[src/rtl/npc_pkg.sv]
package npc_pkg;

	localparam logic [31:0] reset_pc = 32'h8000_0000;
	localparam int xlen   = 32;
	localparam int reg_aw = 5;

	// AXI response
	localparam logic [1:0] axi_okay = 2'b00;

	typedef enum logic [3:0] {
		alu_add,
		alu_sub,
		alu_sll,
		alu_slt,
		alu_sltu,
		alu_xor,
		alu_srl,
		alu_sra,
		alu_or,
		alu_and,
		alu_copy_b
	} alu_op_t;

	// where the written value comes from
	typedef enum logic [1:0] {
		res_alu,
		res_link,
		res_none
	} res_sel_t;

endpackage

[src/rtl/rv_isa_pkg.sv]
package rv_isa_pkg;

	////////////////////////////////////////////////////////////////////////////
	// opcodes
	////////////////////////////////////////////////////////////////////////////

	localparam logic [6:0] op_r   = 7'b0110011;
	localparam logic [6:0] op_i   = 7'b0010011;
	localparam logic [6:0] op_u   = 7'b0110111;
	localparam logic [6:0] op_upc = 7'b0010111;
	localparam logic [6:0] op_b   = 7'b1100011;
	localparam logic [6:0] op_j   = 7'b1101111;
	localparam logic [6:0] op_jr  = 7'b1100111;
	localparam logic [6:0] op_sys = 7'b1110011;

	// arithmetic funct3
	localparam logic [2:0] f3_add  = 3'b000;
	localparam logic [2:0] f3_sll  = 3'b001;
	localparam logic [2:0] f3_slt  = 3'b010;
	localparam logic [2:0] f3_sltu = 3'b011;
	localparam logic [2:0] f3_xor  = 3'b100;
	localparam logic [2:0] f3_sr   = 3'b101;
	localparam logic [2:0] f3_or   = 3'b110;
	localparam logic [2:0] f3_and  = 3'b111;

	// branch funct3
	localparam logic [2:0] f3_beq  = 3'b000;
	localparam logic [2:0] f3_bne  = 3'b001;
	localparam logic [2:0] f3_blt  = 3'b100;
	localparam logic [2:0] f3_bge  = 3'b101;
	localparam logic [2:0] f3_bltu = 3'b110;
	localparam logic [2:0] f3_bgeu = 3'b111;

	// sub / sra
	localparam logic [6:0] f7_alt = 7'b0100000;

	localparam logic [31:0] inst_ebreak = 32'h0010_0073;

	////////////////////////////////////////////////////////////////////////////
	// instruction word layouts
	////////////////////////////////////////////////////////////////////////////

	typedef struct packed {
		logic [6:0] funct7;
		logic [4:0] rs2;
		logic [4:0] rs1;
		logic [2:0] funct3;
		logic [4:0] rd;
		logic [6:0] opcode;
	} rv_r_t;

	typedef struct packed {
		logic [11:0] imm;
		logic [4:0]  rs1;
		logic [2:0]  funct3;
		logic [4:0]  rd;
		logic [6:0]  opcode;
	} rv_i_t;

	typedef struct packed {
		logic [6:0] imm_hi;
		logic [4:0] rs2;
		logic [4:0] rs1;
		logic [2:0] funct3;
		logic [4:0] imm_lo;
		logic [6:0] opcode;
	} rv_s_t;

	typedef struct packed {
		logic       imm12;
		logic [5:0] imm10_5;
		logic [4:0] rs2;
		logic [4:0] rs1;
		logic [2:0] funct3;
		logic [3:0] imm4_1;
		logic       imm11;
		logic [6:0] opcode;
	} rv_b_t;

	typedef struct packed {
		logic [19:0] imm;
		logic [4:0]  rd;
		logic [6:0]  opcode;
	} rv_u_t;

	typedef struct packed {
		logic       imm20;
		logic [9:0] imm10_1;
		logic       imm11;
		logic [7:0] imm19_12;
		logic [4:0] rd;
		logic [6:0] opcode;
	} rv_j_t;

	typedef union packed {
		rv_r_t r;
		rv_i_t i;
		rv_s_t s;
		rv_b_t b;
		rv_u_t u;
		rv_j_t j;
	} rv_inst_u;

endpackage

[src/rtl/npc_decode.sv]
module npc_decode (
	input  logic [31:0]        inst,
	output logic [4:0]         rs1,
	output logic [4:0]         rs2,
	output logic [4:0]         rd,
	output logic [31:0]        imm,
	output npc_pkg::alu_op_t   alu_op,
	output logic               use_imm,
	output logic               use_pc,
	output logic               is_branch,
	output logic               is_jal,
	output logic               is_jalr,
	output logic [2:0]         br_f3,
	output npc_pkg::res_sel_t  res_sel,
	output logic               is_ebreak,
	output logic               illegal
);
	import rv_isa_pkg::*;
	import npc_pkg::*;

	rv_inst_u w;
	logic     alt;
	logic [31:0] imm_i, imm_b, imm_u, imm_j;

	function automatic alu_op_t arith_op(input logic [2:0] f3, input logic alt_f7,
			input logic sub_en);
		case (f3)
			f3_add:  return (sub_en && alt_f7) ? alu_sub : alu_add;
			f3_sll:  return alu_sll;
			f3_slt:  return alu_slt;
			f3_sltu: return alu_sltu;
			f3_xor:  return alu_xor;
			f3_sr:   return alt_f7 ? alu_sra : alu_srl;
			f3_or:   return alu_or;
			default: return alu_and;
		endcase
	endfunction

	assign w     = inst;
	assign rs1   = w.r.rs1;
	assign rs2   = w.s.rs2;
	assign rd    = w.r.rd;
	assign br_f3 = w.b.funct3;
	assign alt   = (w.r.funct7 == f7_alt);

	////////////////////////////////////////////////////////////////////////////
	// immediates
	////////////////////////////////////////////////////////////////////////////

	assign imm_i = {{20{w.i.imm[11]}}, w.i.imm};
	assign imm_b = {{20{w.b.imm12}}, w.b.imm11, w.b.imm10_5, w.b.imm4_1, 1'b0};
	assign imm_u = {w.u.imm, 12'b0};
	assign imm_j = {{12{w.j.imm20}}, w.j.imm19_12, w.j.imm11, w.j.imm10_1, 1'b0};

	////////////////////////////////////////////////////////////////////////////
	// control
	////////////////////////////////////////////////////////////////////////////

	always_comb begin
		imm       = '0;
		alu_op    = alu_add;
		use_imm   = 1'b0;
		use_pc    = 1'b0;
		is_branch = 1'b0;
		is_jal    = 1'b0;
		is_jalr   = 1'b0;
		res_sel   = res_none;
		is_ebreak = 1'b0;
		illegal   = 1'b0;
		case (w.r.opcode)
			op_r: begin
				alu_op  = arith_op(w.r.funct3, alt, 1'b1);
				res_sel = res_alu;
			end
			op_i: begin
				// funct7 only matters for srai here
				imm     = imm_i;
				use_imm = 1'b1;
				alu_op  = arith_op(w.i.funct3, alt, 1'b0);
				res_sel = res_alu;
			end
			op_u: begin
				imm     = imm_u;
				use_imm = 1'b1;
				alu_op  = alu_copy_b;
				res_sel = res_alu;
			end
			op_upc: begin
				imm     = imm_u;
				use_imm = 1'b1;
				use_pc  = 1'b1;
				res_sel = res_alu;
			end
			op_b: begin
				imm       = imm_b;
				is_branch = 1'b1;
				// 010 and 011 are not branches
				illegal   = (w.b.funct3 == 3'b010) || (w.b.funct3 == 3'b011);
			end
			op_j: begin
				imm     = imm_j;
				is_jal  = 1'b1;
				res_sel = res_link;
			end
			op_jr: begin
				imm     = imm_i;
				use_imm = 1'b1;
				is_jalr = 1'b1;
				res_sel = res_link;
			end
			op_sys: begin
				is_ebreak = (inst == inst_ebreak);
				illegal   = (inst != inst_ebreak);
			end
			default: illegal = 1'b1;
		endcase
	end

endmodule

[src/rtl/npc_execute.sv]
module npc_execute (
	input  logic [31:0]       rdata1,
	input  logic [31:0]       rdata2,
	input  logic [31:0]       pc,
	input  logic [31:0]       imm,
	input  npc_pkg::alu_op_t  alu_op,
	input  logic              use_imm,
	input  logic              use_pc,
	input  logic [2:0]        br_f3,
	output logic [31:0]       alu_out,
	output logic              br_taken
);
	import rv_isa_pkg::*;
	import npc_pkg::*;

	logic [31:0] a, b;
	logic [4:0]  shamt;

	assign a     = use_pc ? pc : rdata1;
	assign b     = use_imm ? imm : rdata2;
	assign shamt = b[4:0];

	always_comb begin
		case (alu_op)
			alu_add:    alu_out = a + b;
			alu_sub:    alu_out = a - b;
			alu_sll:    alu_out = a << shamt;
			alu_slt:    alu_out = {31'b0, $signed(a) < $signed(b)};
			alu_sltu:   alu_out = {31'b0, a < b};
			alu_xor:    alu_out = a ^ b;
			alu_srl:    alu_out = a >> shamt;
			alu_sra:    alu_out = $unsigned($signed(a) >>> shamt);
			alu_or:     alu_out = a | b;
			alu_and:    alu_out = a & b;
			alu_copy_b: alu_out = b;
			default:    alu_out = '0;
		endcase
	end

	// branch compare always on the two register values
	always_comb begin
		case (br_f3)
			f3_beq:  br_taken = (rdata1 == rdata2);
			f3_bne:  br_taken = (rdata1 != rdata2);
			f3_blt:  br_taken = $signed(rdata1) < $signed(rdata2);
			f3_bge:  br_taken = $signed(rdata1) >= $signed(rdata2);
			f3_bltu: br_taken = rdata1 < rdata2;
			f3_bgeu: br_taken = rdata1 >= rdata2;
			default: br_taken = 1'b0;
		endcase
	end

endmodule

[src/rtl/npc_fetch.sv]
module npc_fetch (
	input  logic        clk,
	input  logic        rst,
	output logic        arvalid,
	output logic [31:0] araddr,
	input  logic        arready,
	input  logic        rvalid,
	input  logic [31:0] rdata,
	input  logic [1:0]  rresp,
	output logic        rready,
	input  logic [31:0] next_pc,
	input  logic        advance,
	output logic [31:0] inst,
	output logic        inst_valid,
	output logic [31:0] pc,
	output logic        bus_error
);
	import npc_pkg::*;

	localparam logic [1:0] st_req  = 2'd0;
	localparam logic [1:0] st_data = 2'd1;
	localparam logic [1:0] st_exec = 2'd2;

	logic [1:0] state;
	// set on halt or bad response, never cleared
	logic       stopped;

	assign araddr = pc;

	always_ff @(posedge clk) begin
		if (rst) begin
			state      <= st_req;
			pc         <= reset_pc;
			arvalid    <= 1'b0;
			rready     <= 1'b0;
			inst_valid <= 1'b0;
			bus_error  <= 1'b0;
			stopped    <= 1'b0;
		end else begin
			case (state)
				st_req: begin
					if (arvalid && arready) begin
						arvalid <= 1'b0;
						rready  <= 1'b1;
						state   <= st_data;
					end else if (!arvalid && !stopped) begin
						// first request out of reset
						arvalid <= 1'b1;
					end
				end
				st_data: begin
					if (rvalid) begin
						rready <= 1'b0;
						if (rresp == axi_okay) begin
							inst_valid <= 1'b1;
							state      <= st_exec;
						end else begin
							bus_error <= 1'b1;
							stopped   <= 1'b1;
							state     <= st_req;
						end
					end
				end
				default: begin
					inst_valid <= 1'b0;
					state      <= st_req;
					if (advance) begin
						pc      <= next_pc;
						arvalid <= 1'b1;
					end else begin
						stopped <= 1'b1;
					end
				end
			endcase
		end
	end

	// instruction register, loaded on a good data beat
	always_ff @(posedge clk) begin
		if (state == st_data && rvalid && rresp == axi_okay)
			inst <= rdata;
	end

endmodule

[src/rtl/npc_regfile.sv]
module npc_regfile (
	input  logic        clk,
	input  logic        rst,
	input  logic [4:0]  rs1,
	input  logic [4:0]  rs2,
	output logic [31:0] rdata1,
	output logic [31:0] rdata2,
	input  logic        we,
	input  logic [4:0]  waddr,
	input  logic [31:0] wdata
);
	import npc_pkg::*;

	// x0 has no storage
	logic [xlen-1:0] regs [1:(1 << reg_aw) - 1];

	assign rdata1 = (rs1 == '0) ? '0 : regs[rs1];
	assign rdata2 = (rs2 == '0) ? '0 : regs[rs2];

	always_ff @(posedge clk) begin
		if (rst) begin
			for (int i = 1; i < (1 << reg_aw); i++)
				regs[i] <= '0;
		end else if (we && waddr != '0) begin
			regs[waddr] <= wdata;
		end
	end

endmodule

[src/rtl/npc_result.sv]
module npc_result (
	input  logic              clk,
	input  logic              rst,
	input  logic              inst_valid,
	input  logic [31:0]       pc,
	input  logic [31:0]       imm,
	input  logic [31:0]       alu_out,
	input  logic              br_taken,
	input  logic              is_branch,
	input  logic              is_jal,
	input  logic              is_jalr,
	input  logic [4:0]        rd,
	input  npc_pkg::res_sel_t res_sel,
	input  logic              is_ebreak,
	input  logic              illegal,
	input  logic              bus_error,
	output logic [31:0]       next_pc,
	output logic              advance,
	output logic              we,
	output logic [4:0]        waddr,
	output logic [31:0]       wdata,
	output logic              commit_valid,
	output logic [31:0]       commit_pc,
	output logic [4:0]        commit_rd,
	output logic [31:0]       commit_wdata,
	output logic              commit_we,
	output logic              halt
);
	import npc_pkg::*;

	logic [31:0] pc_seq;
	logic        stop_now;
	logic        halt_q;

	assign pc_seq   = pc + 32'd4;
	assign stop_now = is_ebreak || illegal;
	assign advance  = inst_valid && !stop_now;

	always_comb begin
		if (is_jalr)
			next_pc = {alu_out[31:1], 1'b0};
		else if (is_jal || (is_branch && br_taken))
			next_pc = pc + imm;
		else
			next_pc = pc_seq;
	end

	// register write port
	assign we    = inst_valid && (res_sel != res_none);
	assign waddr = rd;
	assign wdata = (res_sel == res_link) ? pc_seq : alu_out;

	always_ff @(posedge clk) begin
		if (rst) begin
			commit_valid <= 1'b0;
			commit_pc    <= reset_pc;
			commit_rd    <= '0;
			commit_wdata <= '0;
			commit_we    <= 1'b0;
			halt_q       <= 1'b0;
		end else begin
			commit_valid <= inst_valid;
			if (inst_valid) begin
				commit_pc    <= pc;
				commit_rd    <= rd;
				commit_wdata <= we ? wdata : '0;
				commit_we    <= we;
				if (stop_now)
					halt_q <= 1'b1;
			end
		end
	end

	// a bad fetch halts in the same cycle it is flagged
	assign halt = halt_q || bus_error;

endmodule

[src/rtl/npc_top.sv]
module npc_top (
	input  logic        clk,
	input  logic        rst,
	output logic        arvalid,
	input  logic        arready,
	output logic [31:0] araddr,
	input  logic        rvalid,
	output logic        rready,
	input  logic [31:0] rdata,
	input  logic [1:0]  rresp,
	output logic        commit_valid,
	output logic [31:0] commit_pc,
	output logic [4:0]  commit_rd,
	output logic [31:0] commit_wdata,
	output logic        commit_we,
	output logic        halt,
	output logic        bus_error
);
	import npc_pkg::*;

	////////////////////////////////////////////////////////////////////////////
	// internal wires
	////////////////////////////////////////////////////////////////////////////

	logic [31:0] inst, pc, next_pc, imm;
	logic        inst_valid, advance;
	logic [4:0]  rs1, rs2, rd;
	alu_op_t     alu_op;
	res_sel_t    res_sel;
	logic        use_imm, use_pc, is_branch, is_jal, is_jalr;
	logic [2:0]  br_f3;
	logic        is_ebreak, illegal;
	logic [31:0] rdata1, rdata2, alu_out;
	logic        br_taken;
	logic        we;
	logic [4:0]  waddr;
	logic [31:0] wdata;

	npc_fetch u_fetch (
		.clk(clk), .rst(rst),
		.arvalid(arvalid), .araddr(araddr), .arready(arready),
		.rvalid(rvalid), .rdata(rdata), .rresp(rresp), .rready(rready),
		.next_pc(next_pc), .advance(advance),
		.inst(inst), .inst_valid(inst_valid), .pc(pc), .bus_error(bus_error)
	);

	npc_decode u_decode (
		.inst(inst), .rs1(rs1), .rs2(rs2), .rd(rd), .imm(imm), .alu_op(alu_op),
		.use_imm(use_imm), .use_pc(use_pc),
		.is_branch(is_branch), .is_jal(is_jal), .is_jalr(is_jalr), .br_f3(br_f3),
		.res_sel(res_sel), .is_ebreak(is_ebreak), .illegal(illegal)
	);

	npc_regfile u_regfile (
		.clk(clk), .rst(rst), .rs1(rs1), .rs2(rs2), .rdata1(rdata1), .rdata2(rdata2),
		.we(we), .waddr(waddr), .wdata(wdata)
	);

	npc_execute u_execute (
		.rdata1(rdata1), .rdata2(rdata2), .pc(pc), .imm(imm), .alu_op(alu_op),
		.use_imm(use_imm), .use_pc(use_pc), .br_f3(br_f3),
		.alu_out(alu_out), .br_taken(br_taken)
	);

	npc_result u_result (
		.clk(clk), .rst(rst), .inst_valid(inst_valid), .pc(pc), .imm(imm),
		.alu_out(alu_out), .br_taken(br_taken),
		.is_branch(is_branch), .is_jal(is_jal), .is_jalr(is_jalr),
		.rd(rd), .res_sel(res_sel), .is_ebreak(is_ebreak), .illegal(illegal),
		.bus_error(bus_error), .next_pc(next_pc), .advance(advance),
		.we(we), .waddr(waddr), .wdata(wdata),
		.commit_valid(commit_valid), .commit_pc(commit_pc), .commit_rd(commit_rd),
		.commit_wdata(commit_wdata), .commit_we(commit_we), .halt(halt)
	);

endmodule

[config.mk]
export PLATFORM = sky130hd
export DESIGN_NAME = npc_top
export DESIGN_NICKNAME = d
export VERILOG_FILES = /design/src/rtl/npc_pkg.sv /design/src/rtl/rv_isa_pkg.sv /design/src/rtl/npc_decode.sv /design/src/rtl/npc_execute.sv /design/src/rtl/npc_fetch.sv /design/src/rtl/npc_regfile.sv /design/src/rtl/npc_result.sv /design/src/rtl/npc_top.sv
export SDC_FILE = /design/constraint.sdc
export NUM_CORES = 2
export LEC_CHECK = 0
export BUFFER_PORTS_ARGS = -buffer_cell sky130_fd_sc_hd__buf_2
export CAP_MARGIN = 20
export CORE_ASPECT_RATIO = 1.5
export CORE_UTILIZATION = 30
export CTS_BUF_LIST = sky130_fd_sc_hd__clkbuf_8
export DETAILED_ROUTE_END_ITERATION = 10
export SLEW_MARGIN = 20
export SYNTH_ARGS = -nofsm -noshare
export SYNTH_HDL_FRONTEND = slang
export SYNTH_SLANG_ARGS = --single-unit
[constraint.sdc]
create_clock -name clk -period 6.95 [get_ports clk]
set_clock_uncertainty 0.1 [all_clocks]
set_input_delay 1.39 -clock clk [delete_from_list [all_inputs] [get_ports clk]]
set_output_delay 1.39 -clock clk [all_outputs]
set_load 0.01 [all_outputs]
---- Word level (Yosys, flattened, before mapping) ----
Memories as Yosys holds them, arrays and structs flattened. A register that Yosys moved wholly into a read port is not among the register bits.
Cells that the tools add are included.
word-level totals
  bits in registers ....................... 143
  memory bits (writable) .................. 992
  input bits .............................. 38
  output and inout bits ................... 107
  logic and storage cells ................. 166
  memories kept ........................... 1
operators by class
  add/sub/neg operators ................... 4
  magnitude comparators ................... 6
  equality and inequality tests ........... 39
  shift-type cells ........................ 3
  mux-type cells .......................... 52
  bitwise logic cells ..................... 7
  reduce and logical (&&, ||, !) cells .... 40
memory list
  memory          words  bits a word  rd ports  clocked after memory_dff  write ports  line               text
  u_regfile.regs  31     32           2         2                         31           npc_regfile.sv:15  logic [xlen-1:0] regs [1:(1 << reg_aw) - 1];
operators with widths
  kind                   count
  $pmux 32 s11           1
  $mux 32                9
  $lt 32x32->1           4
  $pmux 32 s4            1
  $add 32x32->32         2
  $ge 32x32->1           2
  $pmux 4 s7             2
  $add 32x3->32 const B  1
  $and 32x32->32         1
  $eq 32x21->1 const B   1
  $eq 32x32->1           1
  $ne 32x21->1 const B   1
  $ne 32x32->1           1
  $or 32x32->32          1
  $reduce_or 32->1       1
  $shl 32x5->32          1
  $shr 32x5->32          1
  $sshr 32x5->32         1
  $sub 32x32->32         1
  $xor 32x32->32         1
  $eq 7x7->1 const B     4
  $mux 1                 24
  $eq 7x6->1 const B     3
  $eq 4x3->1 const B     4
  34 further kinds       82

---- Logic depth before layout (Yosys ltp) ----
  depth in word-level cells ............... 11
  mapped depth ............................ 30
  gate-level depth less buffers ........... 21

---- Hierarchy ----
From an unflattened synthesis, not the netlist that was laid out.
second synthesis, totals
  cells, all modules ...................... 6,194
  area, all modules ....................... 73,772.0 µm²
by module, submodules not included
  module       times used  cells an instance  area each (µm²)  sequential area each (µm²)
  npc_regfile  1           3,518              54,197.0         30,749.5
  npc_execute  1           1,588              10,557.6         0.0
  npc_result   1           733                5,604.1          1,441.4
  npc_fetch    1           236                2,593.7          1,741.7
  npc_decode   1           119                819.5            0.0

---- Least setup slack after synthesis ----
OpenSTA, ideal clock, no wires.
  path type ............................... flip-flop to flip-flop
  from .................................... register (tool-made name)
  to ...................................... memory u_regfile.regs[10][30] (data pin)
  setup time .............................. 0.265 ns
  data arrival time ....................... 6.563 ns
  data required time ...................... 6.585 ns
  setup slack ............................. 0.022 ns
  cell stages (with the launch flop) ...... 26
  path buffers ............................ 7
  path through ............................ dfxtp_1 buf_6 buf_8 buf_2 buf_2 buf_1 mux4_2 mux4_2 mux2_2 o21ai_0 o21ai_0 ha_1 clkbuf_1 nand2_1 nor3_1 o31a_1 a311o_1 a221oi_1 o41ai_1 a311o_1 a21o_1 and2_1 or4_1 o22ai_2 buf_4 nor2_1
RTL lines
  what       line
  to (decl)  npc_regfile.sv:15

==> metrics list <==
- Number of max-capacitance violations reported: 0
* Commonest cells after routing, fill and taps aside: nor2_1 (1237), edfxtp_1 (1056), mux2i_1 (748), buf_4 (733), mux4_2 (358)
- Clk sink count: 1177
- Clock tree from TritonCTS: yes
- Detailed router's first-iteration violation count: 8349
* Dpl hpwl: 263000 um
- Top achievable clock speed: 0.144 GHz
- Counting stages on the worst path, the most repeated cell is buf_4.
- Worst skew pair latency: 1.03 ns
* Data required time of the worst path: 7.48 ns
* Average routed wire per standard cell: 35.2 um
- Die width: 405 um
* Buffers & Inverters on Critical Path: 9
- Of the cells placed in the final design, the portion with a size suffix greater than 1 is 25.6%.
- In the synthesized netlist the async set-or-reset flop fraction comes to 0%.
- The initial antenna violation count was 28.
- Number of global-route vias before repair: 63600
* Layout-stage area growth over the synthesis result: 19.3%
- For this configuration, the core starts out at a cell density of 30.2%.
- The pre-antenna-repair detailed-routing pass consisted of 7 iterations.
* Comb pwr share: 16.8%
- Count of vias placed by the detailed router: 64300
- Final Max Tran Viols: 0
- Design Area, Final: 0.0874 sq mm
- Worst setup slack before clock tree synthesis: -0.560 ns
- Syn Area/Cell: 11.2 sq um
- In this run, synthesis produced a sequential element count of 1177.
- Sequential Power Share: 47.7%
- After global routing the overflow that remains totals 0.
- Largest incremental delay on the critical path: 0.99 ns
- The H-tree was split into 4 levels.
- Library cell contributing the largest single delay on the critical path: nor4_1
* Final-layout worst hold slack: 0.354 ns
- Number of standard cells in the final layout excluding fillers: 10600
* Critical path capture point type: flop
* Final Hold Viols: 0
* Top FF cell, synth: edfxtp_1
- Total routing usage reported by global routing: 29.6%
- Minimum clock period: 6.96 ns
- The tree is rooted in a clkbuf_8.
- At the end of routability-driven placement, the weighted congestion stood at 1.09.
- Number of distinct library cells after synthesis: 107
- After layout, the worst setup slack is -0.0130 ns.
* Net Switching: 5.02 mW
- HP Class: flop to flop
- Remaining max-slew budget at the tightest pin: 14.7%
- The library cell used most frequently in the layout, excluding fill and tap cells, is nor2_1.
- Outcome: complete, but fails checks
- Data on the critical path arrives at its endpoint at 7.49 ns.
- Crit path max fanout: 19
- Input and output buffers added on the ports amount to 144.
- Sw Share: 29.7%
* Area of the core region: 0.242 sq mm
- Top cell type by total area after synthesis: edfxtp_1
- The number of placed instances, taps included, is 10200.
- TritonCTS buffer count: 188
- Counting along the longest clock path gives a buffer depth of 4.
- Summed over its instances, the top area cell type makes up 43.3% of the synthesized netlist area.
- Synthesized netlist cell count: 6522
* Vias per inst: 6.08
- Synth warn: 0
- VDD sags by at most 0.125 mV.
* Internal power: 11.9 mW
- # setup viols final: 2
- Number of fill cells in the layout: 23900
- Start-to-end type of the worst setup path: flop to flop
- Share of the yosys chip area belonging to registers: 46.6%
- DRC violation count after routing: 0
- Antenna Nets Post-Route: 0
- Sorting the synthesized cells by area gives the leading types as edfxtp_1 (43%), mux4_2 (11%), mux2i_1 (10%).
- Y dimension of the die: 607 um
- Violations in the final reports: negative setup slack
- In the final design database the tool counted 7366 nets.
- For this block, the routed nets add up to 372000 um of wire.
* Cell class contributing the biggest share of worst-path delay: compound AO/OA/AOI/OAI gates
- In this run, synthesis inferred 1056 flip-flops with an integrated enable.
* Number of placement rows: 221
- The worst setup path is launched from a flop.
- Pin count of the biggest net entering global routing: 63
- Pin placement for this block handled 145 I/O pins.
- Clock-pin slew was measured on the worst setup and hold paths at 0.07 ns.
- The analysis attributes to cell leakage a power of 35.2 nW.
- Cell Area, Placed: 0.0829 sq mm
- Power per Cell Area: 193 mW/mm^2
- The die covers 0.246 sq mm.
* Part of the power in the clock network: 35.5%
- For the pin with the worst max-slew slack, the measured transition is 1.27 ns.
- First-pass GRT wire length: 503000 um
- Adding up every negative setup slack in the final design gives -0.0156 ns.
* Crit share post-route: 100%
* Cell area after synthesis: 0.0732 sq mm
worst paths after layout:
| check | startpoint | to | slack [ns] | cells past startpoint |
|---|---|---|---|---|
| max | flop | u_regfile.regs[23][31] | -0.01 | 26 |
| min | u_result.commit_wdata[2] | u_result.commit_wdata[2] | 0.35 | 1 |
| max reg2reg | flop | u_regfile.regs[23][31] | -0.01 | 26 |
| min reg2reg | u_result.commit_wdata[2] | u_result.commit_wdata[2] | 0.35 | 1 |
kinds of logic (layout without fill, tap and decap cells):
group | after synthesis | in the layout | share of synthesized area (%)
AND/OR/NAND/NOR | 2042 | 2042 | 11.8
AO/OA/AOI/OAI | 1182 | 1182 | 11.0
flip-flops | 1177 | 1177 | 46.6
multiplexers | 1151 | 1151 | 22.0
buffers and inverters | 737 | 1488 | 4.90
adder cells (fa/ha/maj) | 167 | 167 | 2.88
XOR/XNOR | 65 | 65 | 0.777
other | 1 | 61 | 0.00512
metal layers:
metal / share of wire, % / up-vias / GRT usage, %
met1: 31 / 31900 / 29.0
li1: - / 25800 / -
met5: 0.014 / - / 0
met2: 47 / 4715 / 48.9
met3: 9.2 / 1887 / 7.48
met4: 13 / 8 / 31.6
power groups by stage:
stage | registers [mW] | clock network (mW) | logic (mW)
after floorplan | 8.15 | 0 | 1.44
after global placement | 8.18 | 0 | 2.66
after detailed placement | 8.20 | 0 | 2.67
after CTS | 8.05 | 6.01 | 2.69
after global routing | 8.07 | 6.28 | 2.92
final | 8.06 | 6.00 | 2.85
repair_timing:
item / CTS / global route
buffers inserted: 1 / 18
setup endpoints to repair: 361 / 317
hold buffers: 0 / 0
gates cloned: 0 / 8
gates resized for setup: 14 / 67
pin swaps: 1 / 9
state kept, by name, summed over array words and instances (netlist names), named ones only:
register               cells
u_result.commit_we         1
u_fetch.rready             1
u_fetch.arvalid            1
u_fetch.bus_error          1
u_result.commit_wdata     32
u_result.commit_rd         5
u_regfile.regs          1024
u_fetch.inst_valid         1
u_fetch.stopped            1
u_fetch.state              2
u_result.commit_valid      1
u_fetch.inst              32
u_result.commit_pc        32
u_fetch.araddr            32
u_result.halt_q            1
final cells by class:
class / instances / area, sq um / share of cell area, %
multi-input combinational: 4639 / 36400 / 41.7
sequential: 1177 / 34200 / 39.1
timing repair buffer: 991 / 8490 / 9.72
tap: 3233 / 4050 / 4.63
clock buffer: 200 / 2750 / 3.15
clock inverter: 133 / 785 / 0.898
inverter: 164 / 624 / 0.715
antenna: 29 / 72.6 / 0.0831
stage by stage:
step                total power [mW]  utilization (%)
floorplan                       9.59                -
global placement                10.8             34.2
detailed placement              10.9             34.2
CTS                             16.7             35.7
global route                    17.3             36.0
finish                          16.9             36.1
Yosys cell counts, drive strengths merged, types with 16 or more instances:
cell	count
mux2i	760
inv	164
clkbuf	254
a31oi	65
o31ai	16
a22oi	225
nand2b	18
o221ai	23
a21oi	292
nand2	360
edfxtp	1056
o21bai	26
mux4	358
mux2	33
o211ai	50
o21a	17
nand4	32
a221oi	28
xor2	21
nor3	55
and2	54
buf	319
o22ai	25
dfxtp	121
a211oi	36
nor2b	27
nand3	80
nor4	48
o21ai	183
a21o	60
ha	164
xnor2	44
nor2	1264
and3	43
a32oi	20
worst reg2reg max path, stage by stage (launching register included):
cell and delay (ns):
dfxtp_4 0.39, and2_4 0.27, buf_4 0.22, a22oi_1 0.20, a21oi_1 0.16, nor4_1 0.99, a31oi_2 0.38, inv_1 0.20
ha_1 0.16, inv_1 0.08, buf_4 0.15, nor2_1 0.18, a32oi_1 0.12, and2_4 0.24, o211ai_1 0.44, buf_4 0.21
a41oi_2 0.14, o21ai_1 0.18, mux2_2 0.35, a221oi_1 0.30, buf_4 0.21, o311ai_1 0.12, buf_4 0.20, o31ai_4 0.24
buf_4 0.16, buf_12 0.15, nor2_1 0.07
(Power assumes the default switching activity.)
